--- config.mk ---
export PLATFORM = sky130hd
export DESIGN_NAME = game_top
export DESIGN_NICKNAME = d
export VERILOG_FILES = /design/src/game_pkg.sv /design/src/draw_background.sv /design/src/draw_rect.sv /design/src/game_ctl.sv /design/src/game_top.sv /design/src/hero_ctl.sv /design/src/vga_timing.sv
export SDC_FILE = /design/constraint.sdc
export NUM_CORES = 1
export LEC_CHECK = 0
export BUFFER_PORTS_ARGS = -buffer_cell sky130_fd_sc_hd__buf_2
export CAP_MARGIN = 30
export CORE_ASPECT_RATIO = 0.7
export CORE_MARGIN = 5
export CORE_UTILIZATION = 55
export CTS_BUF_LIST = sky130_fd_sc_hd__clkbuf_8 sky130_fd_sc_hd__clkbuf_16
export CTS_CLUSTER_DIAMETER = 60
export CTS_CLUSTER_SIZE = 40
export DETAILED_ROUTE_END_ITERATION = 10
export PLACE_DENSITY = 0.72
export SYNTH_ARGS = -nofsm -noshare
export SYNTH_HDL_FRONTEND = slang
export SYNTH_HIERARCHICAL = 1
export SYNTH_SLANG_ARGS = --single-unit
--- constraint.sdc ---
create_clock -name clk -period 5.2 [get_ports clk]
set_clock_uncertainty 0.2 [all_clocks]
set_input_delay 0.78 -clock clk [delete_from_list [all_inputs] [get_ports clk]]
set_output_delay 0.78 -clock clk [all_outputs]
set_load 0.01 [all_outputs]
--- src/game_pkg.sv ---
package game_pkg;

    //////////////////////////////
    // basic scalar types
    //////////////////////////////

    // one pixel coordinate, horizontal or vertical
    typedef logic [10:0] coord_t;

    // level number, wraps after 15
    typedef logic [3:0] level_t;

    // frames left in the running level
    typedef logic [11:0] time_t;

    //////////////////////////////
    // bundles
    //////////////////////////////

    typedef struct packed {
        logic [3:0] r;
        logic [3:0] g;
        logic [3:0] b;
    } rgb_t;

    // top-left corner of an object
    typedef struct packed {
        coord_t x;
        coord_t y;
    } pos_t;

    // held direction buttons, plain levels
    typedef struct packed {
        logic up;
        logic down;
        logic left;
        logic right;
    } btn_t;

    // timing bundle travelling down the pixel pipeline
    typedef struct packed {
        coord_t hcount;
        coord_t vcount;
        logic   hsync;
        logic   vsync;
        logic   hblnk;
        logic   vblnk;
    } vga_t;

    // what one pipeline stage hands to the next
    typedef struct packed {
        vga_t vga;
        rgb_t rgb;
    } pixel_t;

    //////////////////////////////
    // game constants
    //////////////////////////////

    // side of goal and hero squares
    localparam int OBJ_SIZE = 8;

    // pixels per frame per held button
    localparam int HERO_STEP = 2;

    localparam rgb_t COLOR_BORDER = 12'h888;
    localparam rgb_t COLOR_FILL   = 12'h222;
    localparam rgb_t COLOR_GOAL   = 12'hF00;
    localparam rgb_t COLOR_HERO   = 12'h01C;

endpackage

--- src/draw_background.sv ---
`timescale 1ns/1ps

module draw_background #(
    parameter int H_ACTIVE = 1024,
    parameter int V_ACTIVE = 768
) (
    input  logic             clk,
    input  logic             rst_n,
    input  game_pkg::vga_t   vga_in,
    output game_pkg::pixel_t pix
);

    localparam game_pkg::coord_t H_EDGE = game_pkg::coord_t'(H_ACTIVE - 1);
    localparam game_pkg::coord_t V_EDGE = game_pkg::coord_t'(V_ACTIVE - 1);

    logic           on_border;
    game_pkg::rgb_t rgb_nxt;

    // one pixel ring around the visible area
    assign on_border = (vga_in.hcount == '0) || (vga_in.hcount == H_EDGE) ||
                       (vga_in.vcount == '0) || (vga_in.vcount == V_EDGE);

    always_comb begin
        if (vga_in.hblnk || vga_in.vblnk) begin
            rgb_nxt = '0;
        end else if (on_border) begin
            rgb_nxt = game_pkg::COLOR_BORDER;
        end else begin
            rgb_nxt = game_pkg::COLOR_FILL;
        end
    end

    always_ff @(posedge clk or negedge rst_n) begin
        if (!rst_n) begin
            pix <= '0;
        end else begin
            pix.vga <= vga_in;
            pix.rgb <= rgb_nxt;
        end
    end

endmodule

--- src/draw_rect.sv ---
`timescale 1ns/1ps

module draw_rect #(
    parameter game_pkg::rgb_t COLOR = 12'hFFF
) (
    input  logic             clk,
    input  logic             rst_n,
    input  game_pkg::pixel_t pix_in,
    input  game_pkg::pos_t   pos,
    output game_pkg::pixel_t pix
);

    logic in_x;
    logic in_y;
    logic hit;

    //////////////////////////////
    // square membership
    //////////////////////////////

    assign in_x = (pix_in.vga.hcount >= pos.x) &&
                  (pix_in.vga.hcount < pos.x + game_pkg::OBJ_SIZE);
    assign in_y = (pix_in.vga.vcount >= pos.y) &&
                  (pix_in.vga.vcount < pos.y + game_pkg::OBJ_SIZE);

    // never paint over blanking
    assign hit = in_x && in_y && !pix_in.vga.hblnk && !pix_in.vga.vblnk;

    //////////////////////////////
    // output stage
    //////////////////////////////

    always_ff @(posedge clk or negedge rst_n) begin
        if (!rst_n) begin
            pix <= '0;
        end else begin
            pix.vga <= pix_in.vga;
            if (hit) begin
                pix.rgb <= COLOR;
            end else begin
                pix.rgb <= pix_in.rgb;
            end
        end
    end

endmodule

--- src/game_ctl.sv ---
`timescale 1ns/1ps

module game_ctl #(
    parameter int GOAL_X       = 482,
    parameter int GOAL_Y       = 108,
    parameter int LEVEL_FRAMES = 3600
) (
    input  logic             clk,
    input  logic             rst_n,
    input  logic             frame_start,
    input  game_pkg::pos_t   hero_pos,
    output logic             restart,
    output game_pkg::level_t level,
    output game_pkg::time_t  time_left
);

    localparam game_pkg::time_t BUDGET = game_pkg::time_t'(LEVEL_FRAMES);

    logic overlap_x;
    logic overlap_y;
    logic goal_hit;

    //////////////////////////////
    // goal detection
    //////////////////////////////

    // ranges intersect on both axes
    assign overlap_x = (hero_pos.x < GOAL_X + game_pkg::OBJ_SIZE) &&
                       (hero_pos.x + game_pkg::OBJ_SIZE > GOAL_X);
    assign overlap_y = (hero_pos.y < GOAL_Y + game_pkg::OBJ_SIZE) &&
                       (hero_pos.y + game_pkg::OBJ_SIZE > GOAL_Y);
    assign goal_hit  = overlap_x && overlap_y;

    //////////////////////////////
    // level and frame budget
    //////////////////////////////

    // hero_pos still holds the position drawn in the last frame here
    always_ff @(posedge clk or negedge rst_n) begin
        if (!rst_n) begin
            level     <= '0;
            time_left <= BUDGET;
            restart   <= 1'b0;
        end else begin
            restart <= 1'b0;
            if (frame_start) begin
                if (goal_hit) begin
                    level     <= level + 1'b1;
                    time_left <= BUDGET;
                    restart   <= 1'b1;
                end else if (time_left == '0) begin
                    // out of time, same level again
                    time_left <= BUDGET;
                    restart   <= 1'b1;
                end else begin
                    time_left <= time_left - 1'b1;
                end
            end
        end
    end

    restart_after_frame: assert property (
        @(posedge clk) disable iff (!rst_n) restart |-> $past(frame_start)
    ) else $error("restart without a preceding frame_start");

endmodule

--- src/game_top.sv ---
`timescale 1ns/1ps

module game_top #(
    parameter int H_ACTIVE     = 1024,
    parameter int H_FP         = 24,
    parameter int H_SYNC       = 136,
    parameter int H_BP         = 160,
    parameter int V_ACTIVE     = 768,
    parameter int V_FP         = 3,
    parameter int V_SYNC       = 6,
    parameter int V_BP         = 29,
    parameter int START_X      = 16,
    parameter int START_Y      = 16,
    parameter int GOAL_X       = 482,
    parameter int GOAL_Y       = 108,
    parameter int LEVEL_FRAMES = 3600
) (
    input  logic             clk,
    input  logic             rst_n,
    input  game_pkg::btn_t   btn,
    output logic             hs,
    output logic             vs,
    output game_pkg::rgb_t   rgb,
    output game_pkg::level_t level,
    output game_pkg::time_t  time_left
);

    localparam game_pkg::pos_t GOAL_POS = '{
        x: game_pkg::coord_t'(GOAL_X),
        y: game_pkg::coord_t'(GOAL_Y)
    };

    game_pkg::vga_t   timing_vga;
    game_pkg::pixel_t bg_pix;
    game_pkg::pixel_t goal_pix;
    game_pkg::pixel_t hero_pix;
    game_pkg::pos_t   hero_pos;
    logic             frame_start;
    logic             restart;

    //////////////////////////////
    // pixel pipeline
    //////////////////////////////

    vga_timing #(
        .H_ACTIVE(H_ACTIVE), .H_FP(H_FP), .H_SYNC(H_SYNC), .H_BP(H_BP),
        .V_ACTIVE(V_ACTIVE), .V_FP(V_FP), .V_SYNC(V_SYNC), .V_BP(V_BP)
    ) timing_i (
        .clk(clk), .rst_n(rst_n), .vga(timing_vga), .frame_start(frame_start)
    );

    draw_background #(.H_ACTIVE(H_ACTIVE), .V_ACTIVE(V_ACTIVE)) background_i (
        .clk(clk), .rst_n(rst_n), .vga_in(timing_vga), .pix(bg_pix)
    );

    draw_rect #(.COLOR(game_pkg::COLOR_GOAL)) goal_layer (
        .clk(clk), .rst_n(rst_n), .pix_in(bg_pix), .pos(GOAL_POS), .pix(goal_pix)
    );

    draw_rect #(.COLOR(game_pkg::COLOR_HERO)) hero_layer (
        .clk(clk), .rst_n(rst_n), .pix_in(goal_pix), .pos(hero_pos), .pix(hero_pix)
    );

    //////////////////////////////
    // game logic
    //////////////////////////////

    hero_ctl #(
        .H_ACTIVE(H_ACTIVE), .V_ACTIVE(V_ACTIVE), .START_X(START_X), .START_Y(START_Y)
    ) hero_i (
        .clk(clk), .rst_n(rst_n), .btn(btn), .frame_start(frame_start),
        .restart(restart), .hero_pos(hero_pos)
    );

    game_ctl #(.GOAL_X(GOAL_X), .GOAL_Y(GOAL_Y), .LEVEL_FRAMES(LEVEL_FRAMES)) game_i (
        .clk(clk), .rst_n(rst_n), .frame_start(frame_start), .hero_pos(hero_pos),
        .restart(restart), .level(level), .time_left(time_left)
    );

    // sync and colour leave together, 3 cycles after the counters
    assign hs  = hero_pix.vga.hsync;
    assign vs  = hero_pix.vga.vsync;
    assign rgb = hero_pix.rgb;

endmodule

--- src/hero_ctl.sv ---
`timescale 1ns/1ps

module hero_ctl #(
    parameter int H_ACTIVE = 1024,
    parameter int V_ACTIVE = 768,
    parameter int START_X  = 16,
    parameter int START_Y  = 16
) (
    input  logic           clk,
    input  logic           rst_n,
    input  game_pkg::btn_t btn,
    input  logic           frame_start,
    input  logic           restart,
    output game_pkg::pos_t hero_pos
);

    // largest corner that keeps the square on screen
    localparam int X_MAX = H_ACTIVE - game_pkg::OBJ_SIZE;
    localparam int Y_MAX = V_ACTIVE - game_pkg::OBJ_SIZE;

    // one axis step, opposite buttons cancel
    function automatic game_pkg::coord_t step_axis(
        input game_pkg::coord_t cur,
        input logic             dec,
        input logic             inc,
        input int               max_val
    );
        int nxt;
        nxt = int'(cur);
        if (inc && !dec) begin
            nxt = nxt + game_pkg::HERO_STEP;
        end else if (dec && !inc) begin
            nxt = nxt - game_pkg::HERO_STEP;
        end
        if (nxt < 0) begin
            nxt = 0;
        end else if (nxt > max_val) begin
            nxt = max_val;
        end
        return game_pkg::coord_t'(nxt);
    endfunction

    // restart comes one cycle after frame_start and wins
    always_ff @(posedge clk or negedge rst_n) begin
        if (!rst_n) begin
            hero_pos.x <= game_pkg::coord_t'(START_X);
            hero_pos.y <= game_pkg::coord_t'(START_Y);
        end else if (restart) begin
            hero_pos.x <= game_pkg::coord_t'(START_X);
            hero_pos.y <= game_pkg::coord_t'(START_Y);
        end else if (frame_start) begin
            hero_pos.x <= step_axis(hero_pos.x, btn.left, btn.right, X_MAX);
            hero_pos.y <= step_axis(hero_pos.y, btn.up, btn.down, Y_MAX);
        end
    end

    hero_in_field: assert property (
        @(posedge clk) disable iff (!rst_n)
        (int'(hero_pos.x) <= X_MAX) && (int'(hero_pos.y) <= Y_MAX)
    ) else $error("hero left the playfield");

endmodule

--- src/vga_timing.sv ---
`timescale 1ns/1ps

module vga_timing #(
    parameter int H_ACTIVE = 1024,
    parameter int H_FP     = 24,
    parameter int H_SYNC   = 136,
    parameter int H_BP     = 160,
    parameter int V_ACTIVE = 768,
    parameter int V_FP     = 3,
    parameter int V_SYNC   = 6,
    parameter int V_BP     = 29
) (
    input  logic           clk,
    input  logic           rst_n,
    output game_pkg::vga_t vga,
    output logic           frame_start
);

    localparam game_pkg::coord_t H_LAST     = game_pkg::coord_t'(H_ACTIVE + H_FP + H_SYNC + H_BP - 1);
    localparam game_pkg::coord_t V_LAST     = game_pkg::coord_t'(V_ACTIVE + V_FP + V_SYNC + V_BP - 1);
    localparam game_pkg::coord_t H_SYNC_ON  = game_pkg::coord_t'(H_ACTIVE + H_FP);
    localparam game_pkg::coord_t H_SYNC_OFF = game_pkg::coord_t'(H_ACTIVE + H_FP + H_SYNC);
    localparam game_pkg::coord_t V_SYNC_ON  = game_pkg::coord_t'(V_ACTIVE + V_FP);
    localparam game_pkg::coord_t V_SYNC_OFF = game_pkg::coord_t'(V_ACTIVE + V_FP + V_SYNC);
    localparam game_pkg::coord_t H_VIS      = game_pkg::coord_t'(H_ACTIVE);
    localparam game_pkg::coord_t V_VIS      = game_pkg::coord_t'(V_ACTIVE);

    game_pkg::coord_t h_nxt;
    game_pkg::coord_t v_nxt;

    // counter advance, wrapping at the end of line and frame
    always_comb begin
        h_nxt = vga.hcount + 1'b1;
        v_nxt = vga.vcount;
        if (vga.hcount == H_LAST) begin
            h_nxt = '0;
            if (vga.vcount == V_LAST) begin
                v_nxt = '0;
            end else begin
                v_nxt = vga.vcount + 1'b1;
            end
        end
    end

    // decode from the next count so every output stays aligned
    always_ff @(posedge clk or negedge rst_n) begin
        if (!rst_n) begin
            vga         <= '0;
            frame_start <= 1'b0;
        end else begin
            vga.hcount  <= h_nxt;
            vga.vcount  <= v_nxt;
            vga.hsync   <= (h_nxt >= H_SYNC_ON) && (h_nxt < H_SYNC_OFF);
            vga.vsync   <= (v_nxt >= V_SYNC_ON) && (v_nxt < V_SYNC_OFF);
            vga.hblnk   <= (h_nxt >= H_VIS);
            vga.vblnk   <= (v_nxt >= V_VIS);
            // first line of vertical blanking
            frame_start <= (v_nxt == V_VIS) && (h_nxt == '0);
        end
    end

    hsync_in_blank: assert property (
        @(posedge clk) disable iff (!rst_n) vga.hsync |-> vga.hblnk
    ) else $error("hsync raised outside horizontal blanking");

    frame_start_pulse: assert property (
        @(posedge clk) disable iff (!rst_n) frame_start |=> !frame_start
    ) else $error("frame_start held for more than one cycle");

endmodule
After elaboration in Yosys (flattened, before gate mapping)
Cells that the tools add are included.

operators by class
  add/sub/neg operators = 10
  magnitude comparators = 22
  equality and inequality tests = 5
  mux-type cells = 26
  reductions and logical operators = 38

operator list
  operator                 number
  $mux W32                 8
  $mux W11                 7
  $mux W12                 6
  $gt A32 B11 Y1 const B   2
  $lt A11 B32 Y1           2
  $lt A32 B1 Y1 const B    2
  $eq A11 B10 Y1 const B   4
  $mux W22                 2
  $logic_not A11 Y1        3
  $gt A32 B7 Y1 const B    1
  $add A11 B2 Y12 const B  2
  $add A11 B4 Y12 const B  2
  $sub A11 B2 Y12 const B  2
  $add A11 B1 Y11 const B  2
  $ge A11 B10 Y1 const B   2
  $ge A11 B11 Y1           2
  $ge A11 B11 Y1 const B   2
  $lt A11 B7 Y1 const B    2
  $lt A11 B9 Y1 const B    2
  $logic_and A1 B1 Y1      20
  $gt A12 B9 Y1 const B    1
  $logic_not A12 Y1        1
  $sub A12 B1 Y12 const B  1
  $eq A11 B11 Y1 const B   1
  other kinds (10)         22

storage, ports and cells
  bits in registers = 156
  word-level logic and storage cells = 136

Depth between registers and ports, before layout
Gate-level depths: netlist of run 1.

  word-level depth = 11
  gate-level depth with buffers = 12

Cells and area by module
The synthesis of run 1 kept the hierarchy.

modules (own cells, without submodules)
  module                  times used  cells an instance  area an instance (µm²)  sequential area each (µm²)
  draw_rect (hero_layer)  1           214                2349.8                  950.9
  draw_rect (goal_layer)  1           205                2264.7                  950.9
  hero_ctl                1           233                1845.5                  503.0
  vga_timing              1           172                1624.1                  675.6
  game_ctl                1           120                1194.9                  430.4
  draw_background         1           59                 897.1                   700.7
  game_top                1           2                  7.5                     0.0

Least setup slack after synthesis of run 1
OpenSTA, ideal clock, no wires.

  kind = input to register
  start point = input port btn[0] (netlist name)
  end point = register hero_i/hero_pos[12] (netlist name)
  data arrival time = 2.649 ns
  setup slack = 2.230 ns
  stages = 7
  path buffers = 0
  path through = or4b_4 or4_4 a21oi_2 o2111ai_1 or4b_1 nand2_1 o21ai_1

between the ends
  word-level cells in the longest chain between the ends = 11

RTL lines
  element              line            source
  start, declared      game_top.sv:20  input game_pkg::btn_t btn,
  $logic_not A1 Y1     hero_ctl.sv:32  end else if (dec && !inc) begin
  $logic_and A1 B1 Y1  hero_ctl.sv:32
  $mux W32             hero_ctl.sv:32
  $mux W32 *           hero_ctl.sv:30  if (inc && !dec) begin
  $mux W32 *           hero_ctl.sv:51  end else if (frame_start) begin
  $mux W32 *           hero_ctl.sv:48  end else if (restart) begin
  $gt A32 B11 Y1       hero_ctl.sv:37  end else if (nxt > max_val) begin
  $mux W11             hero_ctl.sv:37
  $mux W11 *           hero_ctl.sv:35  if (nxt < 0) begin
  $mux W22 *           hero_ctl.sv:51
  $mux W22 *           hero_ctl.sv:48

Every way passes the cells marked *; elsewhere a longest branch is shown, timed or not. The select of a mux whose other input is x is not followed.
A chain may end at the register's enable or synchronous reset.

Worst setup path after layout of run 1
  start point = register hero_i/hero_pos[3] (netlist name)
  end point = register hero_layer/pix[0] (netlist name)

between the ends
  word-level cells in the longest chain between the ends = 7

RTL lines
  element                              line             source
  $add A11 B4 Y12                      draw_rect.sv:24  (pix_in.vga.vcount < pos.y + game_pkg::OBJ_SIZE);
  $lt A11 B32 Y1                       draw_rect.sv:24
  $logic_and A1 B1 Y1 *                draw_rect.sv:23  assign in_y = (pix_in.vga.vcount >= pos.y) &&
  $logic_and A1 B1 Y1 * (3 in series)  draw_rect.sv:27  assign hit = in_x && in_y && !pix_in.vga.hblnk && !pix_in.vga.vblnk;
  $mux W12 *                           draw_rect.sv:38  if (hit) begin

Every way passes the cells marked *; elsewhere a longest branch is shown, timed or not.

==> results of run 1 <==
[area by class of cell]
class	instances	area [um^2]
clock buffer	17	425
tap	231	289
timing repair buffer	40	219
fill	1480	6430
clock inverter	15	155
multi-input combinational	780	5680
inverter	82	308
sequential	144	3610
[metrics by stage]
step / instances / total power, uW / setup slack, ns
after floorplan: 1044 / 1220 / 2.23
after global placement: 1275 / 1260 / 1.88
after detailed placement: 1277 / 1260 / 1.80
after CTS: 1309 / 2470 / 1.76
after global routing: 1309 / 2540 / 1.49
final: 1309 / 2450 / 1.73
[worst max-delay path by stage]
stage	to	slack [ns]	startpoint	cells past startpoint
3_5_place_dp	hero_layer/pix[0]	1.80	hero_i/hero_pos[3]	10
5_1_grt	hero_layer/pix[0]	1.49	hero_i/hero_pos[3]	10
6_report	hero_layer/pix[0]	1.73	hero_i/hero_pos[3]	10
3_3_place_gp	hero_layer/pix[11]	1.88	hero_i/hero_pos[4]	10
4_1_cts	hero_layer/pix[11]	1.76	hero_i/hero_pos[3]	10
2_1_floorplan	hero_i/hero_pos[12]	2.23	btn[0]	7
[power groups by stage]
stage | sequential, uW | clock (uW) | combinational (uW)
5_1_grt | 1130 | 1280 | 132
3_3_place_gp | 1150 | 0 | 107
2_1_floorplan | 1150 | 0 | 73.6
6_report | 1130 | 1210 | 114
3_5_place_dp | 1150 | 0 | 110
4_1_cts | 1130 | 1230 | 110
[layer usage]
layer / track usage [%] / vias up / share of wire [%]
li1: - / 3686 / -
met1: 31.0 / 3527 / 50
met2: 31.8 / 183 / 44
met3: 3.59 / 20 / 4.9
met4: 4.76 / 0 / 0.96
met5: 0 / - / 0
[state kept, by name (all words and copies together) (netlist names)]
name                  cells
background_i/pix         28
game_i/level              4
game_i/restart            1
goal_layer/pix           38
hero_layer/pix           14
timing_i/frame_start      1
game_i/time_left         12
hero_i/hero_pos          20
timing_i/vga             26
==> reports/qor.yml, run 1 <==
status:
  outcome: "finished, final reports clean"
setup_path:
  crit_fanout: 17
  reg2reg_depth: 10
  critical_path.slowest_cell: "dfrtp_1"
  cp.required_ns: 5.25
  crit-reg2reg-launch: "hero_i/hero_pos[3]"
  critPathTopFamily: "compound AO/OA/AOI/OAI gates"
  timing.critical_path.cells: "ha_1 -> and3_1 -> nand3_1 -> xnor2_1 -> ha_1 -> and2_4 -> a221oi_2 -> o21ai_1 -> o31ai_4 -> a41oi_2"
  critical_path_class: "flip-flop to flip-flop"
  cp_slowest_stage_delay_ns: 0.67
  r2r_end: "hero_layer/pix[0]"
  worst-path-buf-inv: 0
  critPathLaunchType: "flip-flop"
  reg2reg_setup_slack_ns: 1.73
  timing.critical_path.to_type: "flip-flop"
  arrival_ns: 3.52
  worst_path_most_repeated_cell: "ha_1"
floorplanning:
  core_area_um2: 17100
  die_x_um: 168
  top_level_ports: 36
  std_cell_rows: 40
  design.die.area_um2: 20200
  floorplan.initialDensity_pct: 56.0
  die_h_um: 120
clock_network:
  cts.sinks: 144
  cts_root_buf: "clkbuf_16"
  cts_tree: "yes"
  cts.htree.levels: 4
  clk-insertion-delay-late_ns: 0.43
  hold_buf_count_cts: 0
  cts-buffers-inserted: 17
  maximum_count_of_clock_buffers_along_a_single_path: 2
  post-cts-setup-buffer-count: 0
  post_cts.resized_instances: 0
  clkSlewWorstSetupHoldPaths_ns: 0.07
power_and_ir_drop:
  power.internal_uw: 1880
  p_sw_share_pct: 23.4
  clock_power_share_pct: 49.4
  power.net_switching_uw: 574
  power.density_nw_per_um2: 229
  power.ir.vdd_worst_mv: 0.206
  power_frac_seq_pct: 46.0
  combinational_power_share_pct: 4.6
  power.static_leakage_uw: 0.00509
synthesis:
  post_synth_inst_count: 981
  syn_area_um2: 9580
  ys.warnings.count: 6
  post_synth.cell_area_avg_um2: 9.77
global_routing:
  grt.overflow.total: 0
  grt_util_all_layers_pct: 20.8
  grt_pass1_wl_um: 35000
  antenna_found_initial: 0
  grt_max_degree: 72
  vias_in_the_first_global_route: 6986
routing:
  drt_pre_antenna_iters: 6
  final_antenna_net_count: 0
  detailroute.via_count: 7416
  first_iter_violations: 486
  route.detailed.vias_per_inst: 5.67
  route.final.wire_length_um: 20800
  drc: 0
  post_drt_wl_per_cell_um: 15.9
timing:
  timing_hold_violations_final: 0
  post-route-period-util_pct: 66.7
  unrepaired_setup_endpoints_after_global_routing: "no"
  slew_viol_final: 0
  setup-violations-final: 0
  hold-worst-slack_ns: 0.142
  slew_headroom_pct: 36.2
  fin_tns_setup_ns: 0
  timing.final.crit_period_ns: 3.47
  timing_limited_maximum_frequency_ghz: 0.288
  timing_worst_slew_pin_value_ns: 0.954
place:
  place.gp.congestion: 0.928
  place_area_um2: 10100
  port_buffers: 35
  half_perimeter_wire_length_of_the_detailed_placement_result_um: 15100
layout:
  drive_gt1_share_pct: 12.2
  layout_commonest_cell: "dfrtp_1"
  finalInstanceArea_um2: 10700
  flow.area_growth_from_synthesis_pct: 11.5
  design.final.nets: 1166
  antenna-diode-count: 0
  finalCoreUtilization_pct: 62.4
  layout_common_cells: "dfrtp_1, ha_1, inv_1"
run:
  drv.max_cap_violation_count: 0
worst_hold_path:
  holdCritPathClass: "input pin to asynchronous set/reset pin"
(Power assumes the default switching activity.)
==> run 2: changes to the inputs <==
--- a/config.mk
+++ b/config.mk
@@ -14,7 +14,7 @@
 export CTS_CLUSTER_DIAMETER = 60
 export CTS_CLUSTER_SIZE = 40
 export DETAILED_ROUTE_END_ITERATION = 10
-export PLACE_DENSITY = 0.72
+export PLACE_DENSITY = 0.75
 export SYNTH_ARGS = -nofsm -noshare
 export SYNTH_HDL_FRONTEND = slang
 export SYNTH_HIERARCHICAL = 1
==> constraint.sdc (replaced) <==
create_clock -name clk -period 2.79 [get_ports clk]
set_clock_uncertainty 0.2 [all_clocks]
set_input_delay 0.4185 -clock clk [delete_from_list [all_inputs] [get_ports clk]]
set_output_delay 0.4185 -clock clk [all_outputs]
set_load 0.01 [all_outputs]
==> run 2 against run 1 <==
Compared with the run above: the flow now finishes with violations (setup timing); fmax up 24%; critical path depth up 1; total power up 82%; design area up 5.3%; global-route usage up 1.2 points; die area unchanged; core utilization up 3.3 points; register-to-register slack worse by 1.7 ns; critical endpoint is now hero_layer/pix[10]; largest cell class unchanged.
==> reports/qor.yml, run 2 (synthesized netlist as in run 1, its figures left out) <==
timing:
  setup_slack_ns: -0.0132  # -1.74 ns
  post-route-period-util_pct: 100  # +34 points
  slew_headroom_pct: 53.1  # +17 points
  slew_viol_final: 0  # unchanged
  unrepaired_setup_endpoints_after_global_routing: "yes"
  timing.final.crit_period_ns: 2.80  # -0.667 ns
  timing_limited_maximum_frequency_ghz: 0.357  # +24%
  timing_hold_violations_final: 0  # unchanged
  setup-violations-final: 2  # +2
  timing_worst_slew_pin_value_ns: 0.703  # -0.251 ns
place:
  numPlacedInstances: 1336  # +4.6%
  place_area_um2: 10600  # +5.0%
  port_buffers: 35  # unchanged
  place.gp.congestion: 0.966  # +4.1%
  half_perimeter_wire_length_of_the_detailed_placement_result_um: 16200  # +7.1%
  place_ws_ns: -0.0423  # -1.84 ns
floorplanning:
  floorplan.initialDensity_pct: 56.0  # unchanged
  core_area_um2: 17100  # unchanged
  design.die.area_um2: 20200  # unchanged
  die_h_um: 120  # unchanged
  top_level_ports: 36  # unchanged
  std_cell_rows: 40  # unchanged
  die_x_um: 168  # unchanged
global_routing:
  grt.met1_usage_pct: 31.9  # +0.89 points
  grt_util_all_layers_pct: 22.1  # +1.2 points
  grt.overflow.total: 0  # unchanged
  grt.busiest_layer: "met2"
  grt_max_degree: 73  # +1.4%
  groute.layer.met3.usage_pct: 4.08  # +0.49 points
  use_met2_pct: 33.9  # +2.1 points
  antenna_found_initial: 0  # unchanged
  grt_pass1_wl_um: 36600  # +4.6%
  vias_in_the_first_global_route: 7329  # +4.9%
setup_path:
  cp.required_ns: 2.87  # -2.38 ns
  reg2reg_setup_slack_ns: -0.01  # -1.74 ns
  r2r_end: "hero_layer/pix[10]"
  timing.critical_path.to_type: "flip-flop"
  critPathTopFamily: "compound AO/OA/AOI/OAI gates"
  crit-reg2reg-launch: "hero_i/hero_pos[15]"
  critical_path_class: "flip-flop to flip-flop"
  critical_path.slowest_cell: "dfstp_2"
  worst-path-buf-inv: 1  # +1
  timing.critical_path.cells: "ha_1 -> and3_2 -> nand3_1 -> xnor2_1 -> ha_1 -> a21o_1 -> a21oi_1 -> o221ai_1 -> a21oi_2 -> buf_4 -> a41oi_2"
  worst_path_most_repeated_cell: "ha_1"
  cp_slowest_stage_delay_ns: 0.58  # -0.09 ns
  reg2reg_depth: 11  # +1
  arrival_ns: 2.88  # -0.64 ns
  crit_fanout: 6  # -11
  critPathLaunchType: "flip-flop"
run:
  drv.max_cap_violation_count: 0  # unchanged
power_and_ir_drop:
  power.net_switching_uw: 1110  # +94%
  power.static_leakage_uw: 0.00541  # +6.3%
  power.ir.vdd_worst_mv: 0.347  # +69%
  combinational_power_share_pct: 4.9  # +0.3 points
  clock_power_share_pct: 47.9  # -1.5 points
  power_frac_seq_pct: 47.2  # +1.2 points
  p_sw_share_pct: 24.9  # +1.5 points
  power.density_nw_per_um2: 396  # +73%
  power.internal_uw: 3340  # +78%
routing:
  detailroute.via_count: 7799  # +5.2%
  route.detailed.vias_per_inst: 5.68  # +0.34%
  route.final.wire_length_um: 21800  # +5.1%
  first_iter_violations: 535  # +10%
  drc: 0  # unchanged
  final_antenna_net_count: 0  # unchanged
  drt_pre_antenna_iters: 6  # unchanged
  post_drt_wl_per_cell_um: 15.9  # +0.25%
clock_network:
  cts_tree: "yes"
  cts.sinks: 144  # unchanged
  cts.htree.levels: 4  # unchanged
  clk-insertion-delay-late_ns: 0.42  # about the same
  clkSlewWorstSetupHoldPaths_ns: 0.06  # about the same
  cts-buffers-inserted: 17  # unchanged
  cts_root_buf: "clkbuf_16"
  maximum_count_of_clock_buffers_along_a_single_path: 2  # unchanged
layout:
  flow.area_growth_from_synthesis_pct: 17.4
  largest_reg_by_ff_count: "goal_layer/pix"
  finalCoreUtilization_pct: 65.7  # +3.3 points
  antenna-diode-count: 0  # unchanged
  design.final.nets: 1229  # +5.4%
  finalInstanceArea_um2: 11300  # +5.3%
  layout_commonest_cell: "dfrtp_1"
  top_regs: "goal_layer/pix x38, background_i/pix x28, timing_i/vga x26"
  drive_gt1_share_pct: 18.2  # +6.1 points
  layout_common_cells: "dfrtp_1, ha_1, inv_1"
  final_cell_count_without_fillers: 1372  # +4.8%
  largest_register_ffs: 38  # unchanged
worst_hold_path:
  whs_endpoint: "goal_layer/pix[15]"
  hold_path.startpoint: "background_i/pix[15]"
  min_delay_path_depth: 0
  holdCritPathClass: "flip-flop to flip-flop"
status:
  violations_in_the_final_reports: "setup timing"
  outcome: "finished with violations"
## run 2: timing repair
item / 4_1_cts / 5_1_grt
pin swaps: 0 / 3
endpoints found under the hold margin: 63 / 0
setup buffers: 1 / 2
hold buffers: 1 / 0
gates resized for setup: 3 / 8
cloned: 0 / 0
endpoints found under the setup margin: 12 / 20
## run 2: how the worst max path moves through the flow
stage                                     end           startpoint  slack, ns  depth (start not counted)
after global placement      hero_layer/pix[9]  hero_i/hero_pos[15]       0.03                         11
after floorplan           hero_i/hero_pos[12]  hero_i/hero_pos[12]      -0.01                         10
after detailed placement   hero_layer/pix[11]  hero_i/hero_pos[15]      -0.04                         11
final                      hero_layer/pix[10]  hero_i/hero_pos[15]      -0.01                         11
after global routing       hero_layer/pix[11]   hero_i/hero_pos[4]      -0.17                         11
after CTS                  hero_layer/pix[10]  hero_i/hero_pos[15]      -0.01                         11
## run 2: cell type report
cell class / count / area [um^2]
clock inverters: 15 / 126
inverters: 82 / 310
clock buffers: 17 / 425
flip-flops and latches: 144 / 3610
well taps: 231 / 289
multi-input cells: 780 / 5750
fillers: 1372 / 5860
repair buffers: 103 / 736
## run 2: power groups by stage
| stage | registers [uW] | clock network, uW | logic (uW) |
|---|---|---|---|
| floorplan | 2140 | 0 | 137 |
| global placement | 2140 | 0 | 208 |
| detailed placement | 2140 | 0 | 213 |
| CTS | 2100 | 2190 | 216 |
| global route | 2100 | 2280 | 256 |
| finish | 2100 | 2130 | 220 |
## run 2: per-stage QoR
step           power, uW  TNS (ns)  hold WS (ns)
6_report            4460   -0.0196         0.152
5_1_grt             4640     -1.68         0.164
4_1_cts             4500   -0.0236         0.154
3_5_place_dp        2350    -0.312         0.135
3_3_place_gp        2350         0         0.135
2_1_floorplan       2280   -0.0200       -0.0771
## run 2: metal layers
layer  routed length, um  up-vias  part of all wire (%)
li1                    -     3829                     -
met1               10500     3725                    48
met2                9740      217                    45
met3                1290       28                   5.9
met4                 286        0                   1.3
met5                   0        -                     0
